## src/rtl/common_pkg.sv

```systemverilog
package common_pkg;

    localparam int unsigned XLEN = 32;       // integer register width

    // basic machine types
    typedef logic [XLEN-1:0] word_t;         // data, address or instruction
    typedef logic [4:0]      regaddr_t;      // register number
    typedef logic [1:0]      ma_align_t;     // byte offset inside a word

    // memory access mode
    typedef enum logic [1:0] {
        MA_X     = 2'b00,                    // no memory access
        MA_LOAD  = 2'b01,
        MA_STORE = 2'b10
    } ma_mode_t;

    // memory access size
    typedef enum logic [1:0] {
        MA_SIZE_B = 2'b00,                   // byte
        MA_SIZE_H = 2'b01,                   // halfword
        MA_SIZE_W = 2'b10                    // word
    } ma_size_t;

    // where the register file write comes from
    typedef enum logic [1:0] {
        WB_SRC_ALU = 2'b00,
        WB_SRC_PC  = 2'b01,                  // link address
        WB_SRC_MEM = 2'b10                   // load data, late
    } wb_src_t;

    // instruction fields used by the back end
    localparam int unsigned RD_LSB            = 7;
    localparam int unsigned RD_MSB            = 11;
    localparam int unsigned LOAD_UNSIGNED_BIT = 14;  // funct3[2] of loads

    // bubble contents
    // a pc that can never be fetched marks an empty stage
    localparam word_t    NOP_PC       = 32'hffff_ffff;
    localparam word_t    NOP_IR       = 32'h0000_0013;  // addi x0,x0,0
    localparam ma_size_t NOP_MA_SIZE  = MA_SIZE_W;
    localparam logic     NOP_WB_VALID = 1'b0;

endpackage

```

## src/rtl/pipeline_pkg.sv

```systemverilog
package pipeline_pkg;

    import common_pkg::*;

    // execute to memory access
    typedef struct packed {
        word_t    pc;
        word_t    ir;
        word_t    ma_addr;                   // byte address of the access
        ma_mode_t ma_mode;
        ma_size_t ma_size;
        word_t    ma_data;                   // store data, lane 0 aligned
        wb_src_t  wb_src;
        word_t    wb_data;                   // alu result or link address
        logic     wb_valid;
    } ma_req_t;

    // memory access to write-back register
    typedef struct packed {
        word_t     pc;
        word_t     ir;
        logic      load;
        ma_size_t  ma_size;
        ma_align_t ma_alignment;
        word_t     wb_data;
        logic      wb_valid;
    } ma_wb_t;

    // what the memory access stage holds, for forwarding and hazards
    typedef struct packed {
        regaddr_t wb_addr;
        word_t    wb_data;
        logic     wb_ready;                  // data already known
        logic     wb_valid;
        logic     empty;
    } ma_fwd_t;

    // register file write port
    typedef struct packed {
        regaddr_t addr;
        word_t    data;
        logic     valid;
    } rf_write_t;

    // data memory request
    typedef struct packed {
        word_t      addr;                    // word aligned
        word_t      write_data;
        logic [3:0] write_mask;              // one bit per byte lane
    } dmem_req_t;

endpackage

```

## src/rtl/cpu_ma.sv

```systemverilog
`timescale 1ns/100ps

module cpu_ma (
    input  logic                   clk_i,
    input  logic                   reset_i,
    input  pipeline_pkg::ma_req_t  req_i,      // from execute
    output pipeline_pkg::dmem_req_t dmem_req_o,
    output pipeline_pkg::ma_fwd_t  fwd_o,      // same cycle view
    output pipeline_pkg::ma_wb_t   ma_wb_o     // to write-back
);

    import common_pkg::*;
    import pipeline_pkg::*;

    ma_align_t align;
    logic      is_store;
    logic      is_load;

    assign align    = req_i.ma_addr[1:0];
    assign is_store = (req_i.ma_mode == MA_STORE);
    assign is_load  = (req_i.ma_mode == MA_LOAD);

    // memory request
    always_comb begin
        dmem_req_o.addr       = {req_i.ma_addr[XLEN-1:2], 2'b00};
        dmem_req_o.write_data = req_i.ma_data << {align, 3'b000};  // move to byte lane
        dmem_req_o.write_mask = 4'b0000;

        if (is_store) begin
            case (req_i.ma_size)
                MA_SIZE_B: begin
                    dmem_req_o.write_mask = 4'b0001 << align;
                end
                MA_SIZE_H: begin
                    if (!align[0]) begin                 // lanes 0-1 or 2-3 only
                        dmem_req_o.write_mask = 4'b0011 << align;
                    end
                end
                MA_SIZE_W: begin
                    if (align == 2'b00) begin
                        dmem_req_o.write_mask = 4'b1111;
                    end
                end
                default: begin
                    dmem_req_o.write_mask = 4'b0000;
                end
            endcase
        end
    end

    // forwarding view, no register in between
    always_comb begin
        fwd_o.wb_addr  = req_i.ir[RD_MSB:RD_LSB];
        fwd_o.wb_data  = req_i.wb_data;
        fwd_o.wb_ready = (req_i.wb_src != WB_SRC_MEM);    // loads resolve in wb
        fwd_o.wb_valid = req_i.wb_valid;
        fwd_o.empty    = (req_i.pc == NOP_PC);
    end

    // pipeline register towards write-back
    always_ff @(posedge clk_i) begin
        ma_wb_o.pc           <= req_i.pc;
        ma_wb_o.ir           <= req_i.ir;
        ma_wb_o.load         <= is_load;
        ma_wb_o.ma_alignment <= align;
        ma_wb_o.wb_data      <= req_i.wb_data;
        ma_wb_o.wb_valid     <= req_i.wb_valid;

        if (req_i.ma_mode == MA_X) begin
            ma_wb_o.ma_size <= MA_SIZE_W;                // no access, keep word
        end else begin
            ma_wb_o.ma_size <= req_i.ma_size;
        end

        if (reset_i) begin
            ma_wb_o.pc       <= NOP_PC;
            ma_wb_o.ir       <= NOP_IR;
            ma_wb_o.load     <= 1'b0;
            ma_wb_o.ma_size  <= NOP_MA_SIZE;
            ma_wb_o.wb_valid <= NOP_WB_VALID;
        end
    end

endmodule

```

## config.mk

```make
export PLATFORM = sky130hd
export DESIGN_NAME = cpu_ma
export DESIGN_NICKNAME = d
export VERILOG_FILES = /design/src/rtl/common_pkg.sv /design/src/rtl/pipeline_pkg.sv /design/src/rtl/cpu_ma.sv
export SDC_FILE = /design/constraint.sdc
export NUM_CORES = 1
export LEC_CHECK = 0
export BUFFER_PORTS_ARGS = -buffer_cell sky130_fd_sc_hd__buf_2
export CAP_MARGIN = 0
export CORE_AREA = 2 2 149 151
export DETAILED_ROUTE_END_ITERATION = 6
export DIE_AREA = 0 0 151 153
export PLACE_DENSITY = 0.55
export SYNTH_ARGS = -nofsm -noshare
export SYNTH_HDL_FRONTEND = slang
export SYNTH_SLANG_ARGS = --single-unit
```

## constraint.sdc

```tcl
create_clock -name clk_i -period 0.8 [get_ports clk_i]
set_clock_uncertainty 0.05 [all_clocks]
set_input_delay 0.08 -clock clk_i [delete_from_list [all_inputs] [get_ports clk_i]]
set_output_delay 0.08 -clock clk_i [all_outputs]
set_load 0.05 [all_outputs]
```

==> flow_summary.toml, run 1 <==
[outcome]
status = "finished with violations"
violations = "hold timing, setup timing"

[drt]
drc = 0
vias_per_cell = 3.80
wl_um = 15400
wl_per_cell_um = 14.7
drt_first_pass_iters = 4
drtAntennaViolNets = 0
drt_iter0_drc = 94
vias = 3965

[worst_hold_path]
hold_path_class = "input port to flip-flop"

[final_layout]
largest_reg_flops = 102
num-fill-cells = 1913
fin_util_pct = 43.4
syn2layout_area_growth_pct = 150
layout.cells.non_filler = 1043
reg_top3 = "ma_wb_o: 102 flops"
top_register = "ma_wb_o"
n_antenna_cell = 0
final_nets = 927
drive_above_1_share_pct = 75.9

[global_route]
grt_pass1_wl_um = 22800
grt_pass1_vias = 4336
grt_usage_pct = 12.9
grt_max_degree = 40
overflow = 0
antenna_found_initial = 0

[synthesis]
ys_seq_area_share_pct = 54.7
synth_warnings = 0
ys_async_sr_fraction_pct = 0
syn_avg_cell_area_um2 = 10.4
ys.flop_type = "dfxtp_1"
synth_cells = 360
synth_seq_cells = 102
yosysTopAreaCell = "dfxtp_1"
synth_edf_count = 0
netlist_top_cells_area = "dfxtp_1 55%, buf_4 15%, nor2b_1 6.5%"
synth.cells.most_frequent = "102 x dfxtp_1, 73 x buf_4, 39 x nor2b_1, 35 x or2_1, 16 x mux2i_1"
yosysTopAreaCellShare_pct = 54.7
ys_types = 29
syn_area_mm2 = 0.00373
synth.most_common_cell = "dfxtp_1"

[pwr]
ir_drop_mv = 0.831
static-leakage-power_uw = 0.00407
power_density_mw_per_mm2 = 1630

[clock_tree]
clk_path_buf_depth = 2
cts_buffers = 9
path_clk_slew_ns = 0.07
tritoncts = "built"
htree_levels = 3
clkSinkCount = 102
root_buffer = "clkbuf_16"

[timing]
finalHoldViolCount = 1
fin_ws_ns = -0.546
setup_viol = 140
post-route-period-util_pct = 168
report.final.slew_viol_count = 0
tns_ns = -25.53
fin_hold_ws_ns = -0.0159
timing.fmax_mhz = 743
rsz0062_at_grt = "true"
fin_crit_ns = 1.35

[floorplan]
start_util_pct = 17.4
rows = 54
dieArea_mm2 = 0.0231
die-height_um = 153
dieWidth_um = 151
core_mm2 = 0.0215
boundaryPins = 379

[worst_setup_path]
endpoint = "fwd_o[0]"
path_cells = "buf_6 -> nand4_1 -> or4_4 -> nor2_4 -> buf_8"
required_ns = 0.67
critPathMaxStageDelay_ns = 0.59
crit_fanout = 2
slowest_stage = "or4_4"
critPathArrivalTime_ns = 1.22
path_class = "input port to primary output"
critPathLaunch = "req_i[152]"
crit_path_end_kind = "primary output"
startpoint_type = "input port"

[placement]
gp_congestion = 0.792
hpwlAfterDp_um = 10200
port_buffers = 316
place_inst = 911

[run]
max-cap-violations = 0
==> area by class of cell <==
class / count / area [um2] / share of cell area [%]
Timing Repair Buffer: 472 / 4700 / 50.4
Sequential cell: 102 / 2170 / 23.3
Multi-Input combinational cell: 171 / 1780 / 19.1
Tap cell: 280 / 350 / 3.76
Clock buffer: 9 / 225 / 2.42
Clock inverter: 7 / 86.3 / 0.926
Inverter: 2 / 7.51 / 0.0805
==> repair_timing <==
item / 4_1_cts / 5_1_grt
hold endpoints to repair: 99 / 2
pin swaps: 30 / 20
gates cloned: 3 / 0
buffers inserted: 16 / 4
hold buffers: 97 / 1
gates resized for setup: 565 / 54
setup endpoints to repair: 139 / 141
==> logic make-up after synthesis <==
| group | after synthesis | share of synthesized area [%] |
|---|---|---|
| other cells | 1 | 0.100 |
| compound gates | 30 | 4.86 |
| xor+xnor | 1 | 0.235 |
| simple gates | 122 | 19.3 |
| mux | 16 | 4.29 |
| flops | 102 | 54.7 |
| buf+inv | 88 | 16.5 |
==> cells in the final DEF, fill, tap and decap left out, types with 9 or more instances in the layout <==
master / Yosys / layout
a21oi_4: 0 / 9
buf_6: 1 / 56
buf_4: 73 / 23
clkbuf_16: 0 / 9
or2_1: 35 / 35
buf_8: 0 / 115
nor2b_1: 39 / 32
buf_2: 4 / 163
dfxtp_2: 0 / 100
buf_12: 0 / 13
dlygate4sd3_1: 0 / 97
nor2_4: 0 / 10
nand4_1: 9 / 9
==> routing by layer <==
layer / up-vias / part of all wire [%] / GRT usage, %
met2: 191 / 53 / 23.2
met1: 1833 / 35 / 13.3
met4: 0 / 4.6 / 7.17
met5: - / 0 / 0
li1: 1887 / - / -
met3: 54 / 7.1 / 3.79
==> worst min-delay path by stage <==
stage | from | end | slack [ns] | cells past startpoint
floorplan | req_i[10] | ma_wb_o[10] | 0.06 | 0
global placement | req_i[82] | dmem_req_o[47] | 0.11 | 0
detailed placement | req_i[82] | dmem_req_o[47] | 0.11 | 0
CTS | req_i[160] | ma_wb_o[95] | -0.13 | 2
global route | req_i[70] | ma_wb_o[37] | -0.02 | 3
finish | req_i[70] | ma_wb_o[37] | -0.02 | 3
==> through the flow <==
stage / total power, uW / cell area (um2) / worst slack [ns] / hold slack (ns)
detailed placement: 9230 / 5860 / -0.723 / 0.110
global route: 15900 / 9320 / -0.575 / -0.0173
floorplan: 8610 / 4210 / -0.394 / 0.0577
CTS: 15300 / 9110 / -0.578 / -0.133
finish: 15200 / 9320 / -0.546 / -0.0159
global placement: 9220 / 5860 / -0.741 / 0.110
==> power by group <==
| group | switching, uW | internal, uW |
|---|---|---|
| logic | 2910 | 2380 |
| clock network | 2120 | 2250 |
| registers | 180 | 5400 |
| total | 5210 | 10000 |
==> critical path: cells and delay by family <==
| kind | cells | cell delay [ns] |
|---|---|---|
| and+or+nand+nor | 3 | 0.92 |
| buffers and inverters | 2 | 0.22 |
(Power assumes the default switching activity.)
==> run 2: changes to the inputs <==
CAP_MARGIN = 20   (was 0)
clock period = 1.1 ns   (was 0.8 ns; I/O delays follow)
==> run 2 against run 1 <==
  * Sequential share of layout area increased by 2.1 points
  * Sequential cell count is the same
  * Design area decreased by 14%
  * Critical endpoint unchanged
  * The flow finishes with violations (setup timing)
  * Wire length increased by 0.21%
  * Utilization is 6.0 points lower
  * Via count is 2.0% lower
  * Clock power shrank 25%
  * Count of clock-buffer cells in the layout stayed put
==> flow_summary.toml, run 2 (synthesized netlist as in run 1, its figures left out) <==
[worst_setup_path]
endpoint = "fwd_o[0]"
startpoint_type = "input port"
crit_fanout = 2
critPathLaunch = "req_i[148]"
path_class = "input port to primary output"
required_ns = 0.94
critPathArrivalTime_ns = 1.15
crit_path_end_kind = "primary output"

[timing]
rsz0062_at_grt = "true"
finalHoldViolCount = 0
timing.fmax_mhz = 760
setup_viol = 20
post-route-period-util_pct = 120
fin_crit_ns = 1.31
tns_ns = -1.20
report.final.slew_viol_count = 0
fin_ws_ns = -0.215
fin_hold_ws_ns = 0.0261

[final_layout]
largest_reg_flops = 102
layout.cells.non_filler = 1031
final_nets = 915
final_cell_mix = "196 x buf_2, 102 x dfxtp_1, 95 x dlygate4sd3_1"
drive_above_1_share_pct = 61.1
top_register = "ma_wb_o"
n_antenna_cell = 0
reg_top3 = "ma_wb_o: 102 flops"
syn2layout_area_growth_pct = 115
final_common_cell = "buf_2"

[floorplan]
boundaryPins = 379
rows = 54
dieWidth_um = 151
core_mm2 = 0.0215
die-height_um = 153
dieArea_mm2 = 0.0231
start_util_pct = 17.4

[drt]
vias_per_cell = 3.77
drt_first_pass_iters = 4
drt_iter0_drc = 61
drc = 0
wl_per_cell_um = 14.9
vias = 3884
wl_um = 15400
drtAntennaViolNets = 0

[outcome]
status = "finished with violations"
violations = "setup timing"

[pwr]
static-leakage-power_uw = 0.00368
power_density_mw_per_mm2 = 1320
ir_drop_mv = 0.619
finalPower_uw = 10600

[clock_tree]
root_buffer = "clkbuf_16"
clk_path_buf_depth = 2
cts_buffers = 9
htree_levels = 3
tritoncts = "built"
clkSinkCount = 102
path_clk_slew_ns = 0.07

[global_route]
antenna_found_initial = 0
grt_usage_pct = 12.4
grt_pass1_wl_um = 21500
grt_max_degree = 45
grt_pass1_vias = 4049
overflow = 0

[placement]
gp_congestion = 0.810
place_inst = 908
pre_cts_ws_ns = -0.401
hpwlAfterDp_um = 11000
port_buffers = 316

[worst_hold_path]
hold_path_class = "input port to flip-flop"

[run]
max-cap-violations = 0
==> run 2: report_power, final <==
group | internal, uW | switching (uW) | total [uW]
Sequential | 3890 | 51.1 | 3940
Clock | 1800 | 1460 | 3260
Combinational | 1320 | 2070 | 3390
Total | 7010 | 3580 | 10600
==> run 2: critical path, cell delays in order <==
cell     delay, ns
buf_2         0.09
nand4_1       0.13
or4_4         0.51
nor2_4        0.15
buf_8         0.16
==> run 2: through the flow <==
step           cell area, um2  utilization [%]
3_5_place_dp             5590             26.0
4_1_cts                  7640             35.5
2_1_floorplan            3950                -
3_3_place_gp             5590             26.0
5_1_grt                  8040             37.4
6_report                 8040             37.4
==> run 2: layer usage <==
layer / part of all wire, % / global-route usage (%) / vias up
li1: - / - / 1863
met1: 33 / 11.1 / 1757
met2: 55 / 25.4 / 240
met3: 10 / 3.94 / 24
met4: 2.0 / 4.18 / 0
met5: 0 / 0 / -
==> run 2: worst min-delay path by stage <==
| stage | startpoint | endpoint | slack [ns] | cells past startpoint |
|---|---|---|---|---|
| 4_1_cts | req_i[143] | ma_wb_o[78] | 0.02 | 3 |
| 3_5_place_dp | req_i[75] | dmem_req_o[40] | 0.17 | 0 |
| 6_report | reset_i | ma_wb_o[45] | 0.03 | 2 |
| 5_1_grt | req_i[70] | ma_wb_o[37] | 0.02 | 3 |
| 3_3_place_gp | req_i[75] | dmem_req_o[40] | 0.17 | 0 |
| 2_1_floorplan | req_i[10] | ma_wb_o[10] | 0.09 | 0 |
==> run 2: repair_timing <==
action / in CTS / in global routing
cloned: 5 / 1
endpoints found under the hold margin: 96 / 0
pin swaps: 19 / 14
setup buffers: 7 / 5
resized for setup: 173 / 115
endpoints found under the setup margin: 63 / 89
hold buffers: 96 / 0
==> run 2: cell type report <==
| type | count | area, um2 |
|---|---|---|
| fillers | 2117 | 13500 |
| repair buffers | 460 | 3660 |
| flip-flops and latches | 102 | 2040 |
| multi-input cells | 171 | 1670 |
| well taps | 280 | 350 |
| clock buffers | 9 | 225 |
| clock inverters | 7 | 81.3 |
| inverters | 2 | 7.51 |
