**src/rtl/common_pkg.sv**
```systemverilog
package common_pkg;

    localparam int unsigned XLEN = 32;       // integer register width

    // basic machine types
    typedef logic [XLEN-1:0] word_t;         // data, address or instruction
    typedef logic [4:0]      regaddr_t;      // register number
    typedef logic [1:0]      ma_align_t;     // byte offset inside a word

    // memory access mode
    typedef enum logic [1:0] {
        MA_X     = 2'b00,                    // no memory access
        MA_LOAD  = 2'b01,
        MA_STORE = 2'b10
    } ma_mode_t;

    // memory access size
    typedef enum logic [1:0] {
        MA_SIZE_B = 2'b00,                   // byte
        MA_SIZE_H = 2'b01,                   // halfword
        MA_SIZE_W = 2'b10                    // word
    } ma_size_t;

    // where the register file write comes from
    typedef enum logic [1:0] {
        WB_SRC_ALU = 2'b00,
        WB_SRC_PC  = 2'b01,                  // link address
        WB_SRC_MEM = 2'b10                   // load data, late
    } wb_src_t;

    // instruction fields used by the back end
    localparam int unsigned RD_LSB            = 7;
    localparam int unsigned RD_MSB            = 11;
    localparam int unsigned LOAD_UNSIGNED_BIT = 14;  // funct3[2] of loads

    // bubble contents
    // a pc that can never be fetched marks an empty stage
    localparam word_t    NOP_PC       = 32'hffff_ffff;
    localparam word_t    NOP_IR       = 32'h0000_0013;  // addi x0,x0,0
    localparam ma_size_t NOP_MA_SIZE  = MA_SIZE_W;
    localparam logic     NOP_WB_VALID = 1'b0;

endpackage

```
**src/rtl/pipeline_pkg.sv**
```systemverilog
package pipeline_pkg;

    import common_pkg::*;

    // execute to memory access
    typedef struct packed {
        word_t    pc;
        word_t    ir;
        word_t    ma_addr;                   // byte address of the access
        ma_mode_t ma_mode;
        ma_size_t ma_size;
        word_t    ma_data;                   // store data, lane 0 aligned
        wb_src_t  wb_src;
        word_t    wb_data;                   // alu result or link address
        logic     wb_valid;
    } ma_req_t;

    // memory access to write-back register
    typedef struct packed {
        word_t     pc;
        word_t     ir;
        logic      load;
        ma_size_t  ma_size;
        ma_align_t ma_alignment;
        word_t     wb_data;
        logic      wb_valid;
    } ma_wb_t;

    // what the memory access stage holds, for forwarding and hazards
    typedef struct packed {
        regaddr_t wb_addr;
        word_t    wb_data;
        logic     wb_ready;                  // data already known
        logic     wb_valid;
        logic     empty;
    } ma_fwd_t;

    // register file write port
    typedef struct packed {
        regaddr_t addr;
        word_t    data;
        logic     valid;
    } rf_write_t;

    // data memory request
    typedef struct packed {
        word_t      addr;                    // word aligned
        word_t      write_data;
        logic [3:0] write_mask;              // one bit per byte lane
    } dmem_req_t;

endpackage

```
**src/rtl/cpu_wb.sv**
```systemverilog
`timescale 1ns/100ps

module cpu_wb (
    input  logic                    clk_i,
    input  logic                    reset_i,
    input  pipeline_pkg::ma_wb_t    ma_wb_i,      // from memory access
    input  common_pkg::word_t       read_data_i,  // data memory read port
    output pipeline_pkg::rf_write_t rf_write_o
);

    import common_pkg::*;

    word_t    lane_data;       // read word with the addressed byte at bit 0
    word_t    load_data;
    logic     load_unsigned;
    regaddr_t rd;
    logic     write_en;

    assign rd            = ma_wb_i.ir[RD_MSB:RD_LSB];
    assign load_unsigned = ma_wb_i.ir[LOAD_UNSIGNED_BIT];  // lbu / lhu
    assign write_en      = (ma_wb_i.wb_valid || ma_wb_i.load) && (rd != '0);

    // load alignment and extension
    always_comb begin
        lane_data = read_data_i >> {ma_wb_i.ma_alignment, 3'b000};

        case (ma_wb_i.ma_size)
            MA_SIZE_B: begin
                if (load_unsigned) begin
                    load_data = {24'b0, lane_data[7:0]};
                end else begin
                    load_data = {{24{lane_data[7]}}, lane_data[7:0]};
                end
            end
            MA_SIZE_H: begin
                if (load_unsigned) begin
                    load_data = {16'b0, lane_data[15:0]};
                end else begin
                    load_data = {{16{lane_data[15]}}, lane_data[15:0]};
                end
            end
            default: begin
                load_data = lane_data;                  // word, alignment 0
            end
        endcase
    end

    // register file write
    always_ff @(posedge clk_i) begin
        rf_write_o.addr  <= rd;
        rf_write_o.valid <= write_en;                   // x0 never written

        if (ma_wb_i.load) begin
            rf_write_o.data <= load_data;
        end else begin
            rf_write_o.data <= ma_wb_i.wb_data;
        end

        if (reset_i) begin
            rf_write_o.valid <= 1'b0;
        end
    end

endmodule

```
**config.mk**
```make
export PLATFORM = sky130hd
export DESIGN_NAME = cpu_wb
export DESIGN_NICKNAME = d
export VERILOG_FILES = /design/src/rtl/common_pkg.sv /design/src/rtl/pipeline_pkg.sv /design/src/rtl/cpu_wb.sv
export SDC_FILE = /design/constraint.sdc
export NUM_CORES = 1
export LEC_CHECK = 0
export ABC_AREA = 1
export BUFFER_PORTS_ARGS = -buffer_cell sky130_fd_sc_hd__buf_2
export CORE_MARGIN = 8
export CORE_UTILIZATION = 40
export CTS_CLUSTER_SIZE = 25
export DETAILED_ROUTE_END_ITERATION = 8
export HOLD_SLACK_MARGIN = 0.02
export PLACE_DENSITY = 0.82
export SYNTH_ARGS = -nofsm -noshare
export SYNTH_HDL_FRONTEND = slang
export SYNTH_SLANG_ARGS = --single-unit
```
**constraint.sdc**
```tcl
create_clock -name clk_i -period 2.4 [get_ports clk_i]
set_input_delay 0.48 -clock clk_i [delete_from_list [all_inputs] [get_ports clk_i]]
set_output_delay 0.48 -clock clk_i [all_outputs]
set_load 0.1 [all_outputs]
```
==> impl_results.md, run 1 <==
- Outcome: finished, final reports clean
- First-pass GRT wire length: 10400 um
- Number of fill cells in the layout: approximately 540
- Max reg flops: 38
- GP Congestion: 0.910
- RSZ-0062 raised after global routing: no
- Total of max-cap violations: 0
- Top post-synthesis cells by area: dfxtp_1 35%, nand2_1 19%, nand3_1 11%
- DR vias: 2307
- Die Span X: 89.2 um
- Critical path destination: rf_write_o[17]
- CTS root buffer: clkbuf_8
- Leakage: 1.66 nW
- CTS H-tree depth: 2
- Initial antenna violation count: 0
- Placed Cells: 485
- Nets: 558
- Final Cycle Share: 72.5%
- Via density per instance: 4.68
- Biggest regs: rf_write_o x38
- # diodes: 0
- Placed Instance Area: around 2700 um^2
- Remaining global-route overflow: 0
- Synth top area share: 35.5%
- Initial DRT Pass Iterations: 4
- Worst-path fanout max: 25
- Antenna Nets Post-Route: 0
- Fmax: 0.575 GHz
- Worst vdd ir: 349 uV
- Resize count post-CTS: 0
- Clk buf depth: 2
- Share of cells above drive strength 1: between 30% and 40%
- Sinks on Clock Net: 38
- IO Pins: around 170
- Mapped Nets: approximately 450
- Syn Inst Count: 315
- Seq/Total Area, Yosys: between 30% and 40%
- Biggest register: rf_write_o
- Final setup fails: 0
- Hold Path Origin: ma_wb_i[46]
- CTS tree: built
- Non-Filler Instances: ~500
- Core ar.: 5140 um^2
- Port Buffers: 115
- Type of origin of the critical path: input port
- Flops & latches, synth: 38
- Total CTS buffers: 5
- Final Slew Violations: 0
- CTS Hold Buffers Added: 0
- Fin crit period: 1.74 ns
- Die Footprint: 7960 um^2
- Row cnt: 26
- Layout area overhead: 32.2%
- Worst-Margin Slew: 0.711 ns
- Synth area leader: dfxtp_1
- Final Hold Fails: 0
- Final Worst Setup Slack: 0.661 ns
- Post-synth cell types: 23
- Worst slack at placement: 0.430 ns
- Routed Wire Length: 6310 um
- Synthesized area per cell: around 6.8 um^2
- Critical Path RT: about 2.6 ns
- Dpl hpwl: 5040 um
- CP Launch Point: ma_wb_i[33]
- Pwr/cell area: roughly 750 nW/um^2
- Min-delay worst type: in -> reg
- Setup CP Type: in -> reg
- Design area: between 2000 and 3000 um^2
- Pin count of the biggest net entering global routing: 41
- Most frequent cells in the layout: 115 x buf_2, 107 x nand2_1, 46 x nand3_1, 38 x dfxtp_1, 29 x inv_1
- Vias in the first global route: around 2300
- Relative slew margins: 52.5%
- Initial core utilization: a little over two fifths
- Worst Setup End Kind: register
- Final setup TNS: 0 ns
- Postcts setup bufs: 0
- Gr usage total: 16.8%
- Cell area after synthesis: 2150 um^2
- Clock-pin slew on the worst setup and hold paths: 0.07 ns
- Die height: 89.2 um
- Commonest non-fill, non-tap cell in the layout: buf_2
- Yosys warns: 0
- Routed WL per cell: between 10 and 15 um
- DRT iter0 DRCs: 239
- Worst Path Arrival: approximately 2.0 ns
- DRC: 0
worst max-delay path: stages:
cell and delay, ns:
buf_2 0.39, nand2_1 0.16, nand3_2 0.12, nand3_2 0.37, nand3_1 0.32, nand2_1 0.07
inv_1 0.05
metrics by stage:
stage	total power [mW]	hold slack (ns)	utilization, %
2_1_floorplan	1.34	0.508	-
3_3_place_gp	1.49	0.598	52.5
3_5_place_dp	1.50	0.598	52.5
4_1_cts	2.15	0.294	55.2
5_1_grt	2.24	0.288	55.2
6_report	2.12	0.306	55.2
worst min-delay path by stage:
stage,cells after the start,end
after global routing,1,rf_write_o[33]
after detailed placement,1,rf_write_o[37]
final,1,rf_write_o[34]
after global placement,1,rf_write_o[34]
after CTS,1,rf_write_o[37]
after floorplan,0,rf_write_o[33]
cells by family after synthesis:
| group | share of synthesized area [%] |
|---|---|
| simple gates | 47.9 |
| buf+inv | 11.9 |
| flops | 35.5 |
| compound gates | 4.72 |
synth_stat cells:
library cell / count
nand3_1: 46
nand2_4: 7
buf_6: 2
nor3_1: 1
buf_12: 1
inv_6: 1
nor2_1: 20
inv_1: 29
buf_2: 6
o211ai_1: 7
a21oi_1: 8
nor2_8: 1
nand2_1: 107
dfxtp_1: 38
clkinv_2: 1
buf_8: 1
a211o_1: 1
buf_4: 4
or2_2: 23
nand4_4: 1
nand2_2: 2
nand3_2: 4
clkbuf_1: 4
per-layer routing:
metal | share of wire (%) | GRT usage, % | up-vias | routed length (um)
met5 | 0 | 0 | - | 0
met4 | 1.2 | 4.68 | 0 | 78
met3 | 10 | 5.33 | 8 | 645
met2 | 48 | 28.1 | 85 | 3010
met1 | 41 | 20.0 | 1021 | 2580
li1 | - | - | 1193 | -
final cells by class:
cell class / instances / area [um^2] / area share, %
multi-input combinational: 228 / 1130 / 39.8
sequential: 38 / 761 / 26.8
timing repair buffer: 118 / 598 / 21.1
inverter: 31 / 123 / 4.32
tap: 70 / 87.6 / 3.09
clock buffer: 5 / 68.8 / 2.43
clock inverter: 3 / 68.8 / 2.43
power breakdown:
group          switching (mW)  internal (mW)  total (mW)
logic                   0.615          0.165       0.781
registers              0.0108          0.688       0.699
clock network           0.228          0.416       0.645
total                   0.855           1.27        2.12
No activity file was read; power rests on OpenSTA's default activity.
==> run 2, diff against run 1 <==
- ABC_AREA: 1 -> 0
- CORE_UTILIZATION: 40 -> 33
- PLACE_DENSITY: 0.82 -> 0.77
- clock period: 2.4 -> 1.5 ns (I/O delays scaled with it)
==> impl_results.md, run 2 <==
- Placed Instance Area: 2540 um^2 (-5.8%)
- Fmax: 0.748 GHz
- Synthesized area per cell: 10.3 um^2 (+52%)
- Synth top area share: 42.0% (+6.6 points)
- Worst Path Arrival: 1.04 ns (-0.93 ns)
- Final Hold Fails: 0 (unchanged)
- Dpl hpwl: 5040 um (+0.15%)
- Nets: 436 (-22%)
- Share of cells above drive strength 1: 49.5% (+10 points)
- # diodes: 0 (unchanged)
- Clk buf depth: 2 (unchanged)
- Die height: 90.0 um (+0.90%)
- Pin count of the biggest net entering global routing: 18 (-56%)
- Via density per instance: 4.93 (+5.4%)
- Final Slew Violations: 0 (unchanged)
- Total of max-cap violations: 0 (unchanged)
- Non-Filler Instances: 373 (-24%)
- Final hold slack: 0.120 ns (-0.186 ns)
- Post-synth cell types: 30 (+30%)
- Setup CP Type: reg -> out
- Relative slew margins: 42.9% (-9.7 points)
- First-pass GRT wire length: 9750 um (-5.9%)
- Critical path destination: rf_write_o[5]
- Initial core utilization: 33.5% (-8.3 points)
- Buf/Inv on CP: 1 (-1)
- CTS H-tree depth: 2 (unchanged)
- CTS tree: built
- Remaining global-route overflow: 0 (unchanged)
- Top post-synthesis cells by count: 38 x dfxtp_1, 33 x mux2i_1, 21 x o221ai_1, 14 x inv_1
- Port Buffers: 115 (unchanged)
- Worst hold stages: 1 (unchanged)
- CP Launch Point: rf_write_o[5]
- Final Cycle Share: 89.1%
- Layout area overhead: 45.5%
- Top post-synthesis cells by area: dfxtp_1 42%, mux2i_1 18%, o221ai_1 10%
- GP Congestion: 0.887 (-2.5%)
- Sinks on Clock Net: 38 (unchanged)
- Commonest non-fill, non-tap cell in the layout: buf_2
- Outcome: finished, final reports clean
- Crit path max-delay cell type: buf_2
- Biggest regs: rf_write_o x38
- Max reg flops: 38 (unchanged)
- Resize count post-CTS: 0 (unchanged)
- Cell area after synthesis: 1810 um^2 (-16%)
- Clock-pin slew on the worst setup and hold paths: 0.08 ns (about the same)
- Fin util: 48.7% (-6.5 points)
- FFs w/ async S/R, synth: 0% (unchanged)
- Top FF cell, synth: dfxtp_1
- Mapped Nets: 311 (-31%)
- Pwr/cell area: 1160 nW/um^2 (+55%)
- Worst slack at placement: -0.0913 ns (-0.521 ns)
- Type of origin of the critical path: register
- Placed Cells: 365 (-25%)
- Initial antenna violation count: 0 (unchanged)
- Routed WL per cell: 16.4 um (+28%)
- Initial DRT Pass Iterations: 5 (+1)
- Syn Inst Count: 175 (-44%)
- Worst stage delay on the critical path: 0.42 ns (+0.03 ns)
- Top delay family on crit path: buffers and inverters
- Number of fill cells in the layout: 544 (+1.5%)
- Postcts setup bufs: 0 (unchanged)
- Biggest register: rf_write_o
- Synth area leader: dfxtp_1
- Vias in the first global route: 1972 (-13%)
- Worst-Margin Slew: 0.855 ns (+0.144 ns)
- Leakage: 1.37 nW (-18%)
- DRT iter0 DRCs: 80 (-67%)
- Count leader, synth: dfxtp_1
- Min-delay worst type: in -> reg
- CP Depth: 1 (-6)
- Worst Setup End Kind: output port
- Fin crit period: between 1 and 1.5 ns
- Seq/Total Area, Yosys: 42.0% (+6.6 points)
- Row cnt: 27 (+3.8%)
- Final Worst Setup Slack: 0.164 ns (-0.497 ns)
- Die Span X: 90.0 um (+0.90%)
- Antenna Nets Post-Route: 0 (unchanged)
- DRC: 0 (unchanged)
- Worst vdd ir: 561 uV (+61%)
- Number of synthesized flops with an enable pin: 0 (unchanged)
- Final setup fails: 0 (unchanged)
- Routed Wire Length: 6120 um (-3.0%)
- Flops & latches, synth: 38 (unchanged)
- CTS root buffer: clkbuf_8
- Worst-path fanout max: 1 (-96%)
- Die Footprint: 8110 um^2 (+1.8%)
- Most frequent cells in the layout: 115 x buf_2, 38 x dfxtp_1, 33 x mux2i_1, 21 x o221ai_1, 14 x inv_1
- Critical Path, Cell by Cell: buf_2
- IO Pins: 174 (unchanged)
- Yosys warns: 0 (unchanged)
- Core ar.: 5410 um^2 (+5.2%)
- RSZ-0062 raised after global routing: no
- Gr usage total: 14.7% (-2.1 points)
- DR vias: 1839 (-20%)
- Critical Path RT: 1.20 ns (-1.44 ns)
- Design area: 2630 um^2 (-7.2%)
- CTS Hold Buffers Added: 0 (unchanged)
- Total CTS buffers: 5 (unchanged)
run 2: changes by cell type after synthesis, sizes merged, moves of 16 or more:
| cell | delta |
|---|---|
| inv | -16 |
| mux2i | +33 |
| nand2 | -108 |
| nand3 | -43 |
| nor2 | -18 |
| o221ai | +23 |
| or2 | -21 |
run 2: where the power goes:
group / switching (mW) / total (mW) / internal (mW)
Sequential: 0.0187 / 1.12 / 1.10
Combinational: 0.931 / 1.22 / 0.291
Clock: 0.382 / 0.708 / 0.326
run 2: area by class of cell:
| cell class | instances | area, um^2 | area share, % |
|---|---|---|---|
| clock buffers | 5 | 68.8 | 2.61 |
| clock inverters | 3 | 21.3 | 0.808 |
| inverters | 15 | 56.3 | 2.14 |
| multi-input cells | 111 | 942 | 35.8 |
| flip-flops and latches | 38 | 761 | 28.9 |
| well taps | 72 | 90.1 | 3.42 |
| repair buffers | 129 | 693 | 26.3 |
run 2: how the worst min path moves through the flow:
| stage | start | endpoint |
|---|---|---|
| 6_report | ma_wb_i[46] | rf_write_o[34] |
| 5_1_grt | ma_wb_i[46] | rf_write_o[34] |
| 4_1_cts | ma_wb_i[45] | rf_write_o[33] |
| 3_5_place_dp | ma_wb_i[47] | rf_write_o[35] |
| 3_3_place_gp | ma_wb_i[45] | rf_write_o[33] |
| 2_1_floorplan | ma_wb_i[45] | rf_write_o[33] |
run 2: kinds of logic (layout without fill, tap and decap cells):
group,Yosys count,count (layout),synth area share (%)
DFF,38,38,42.0
buffers and inverters,26,152,5.88
and+or+nand+nor,32,32,9.54
AOI/OAI and AO/OA,38,38,19.3
muxes,41,41,23.2
run 2: per-layer routing:
metal  wire length, um  track usage (%)  part of all wire, %
met1              2440             16.4                   40
met2              3050             24.6                   50
met3               532             5.74                  8.7
met4                97             5.13                  1.6
met5                 0                0                    0
run 2: per-stage QoR:
step	TNS (ns)	total power, mW
after floorplan	0	2.07
after global placement	-0.150	2.36
after detailed placement	-0.458	2.37
after CTS	0	3.08
after global routing	0	3.19
final	0	3.05
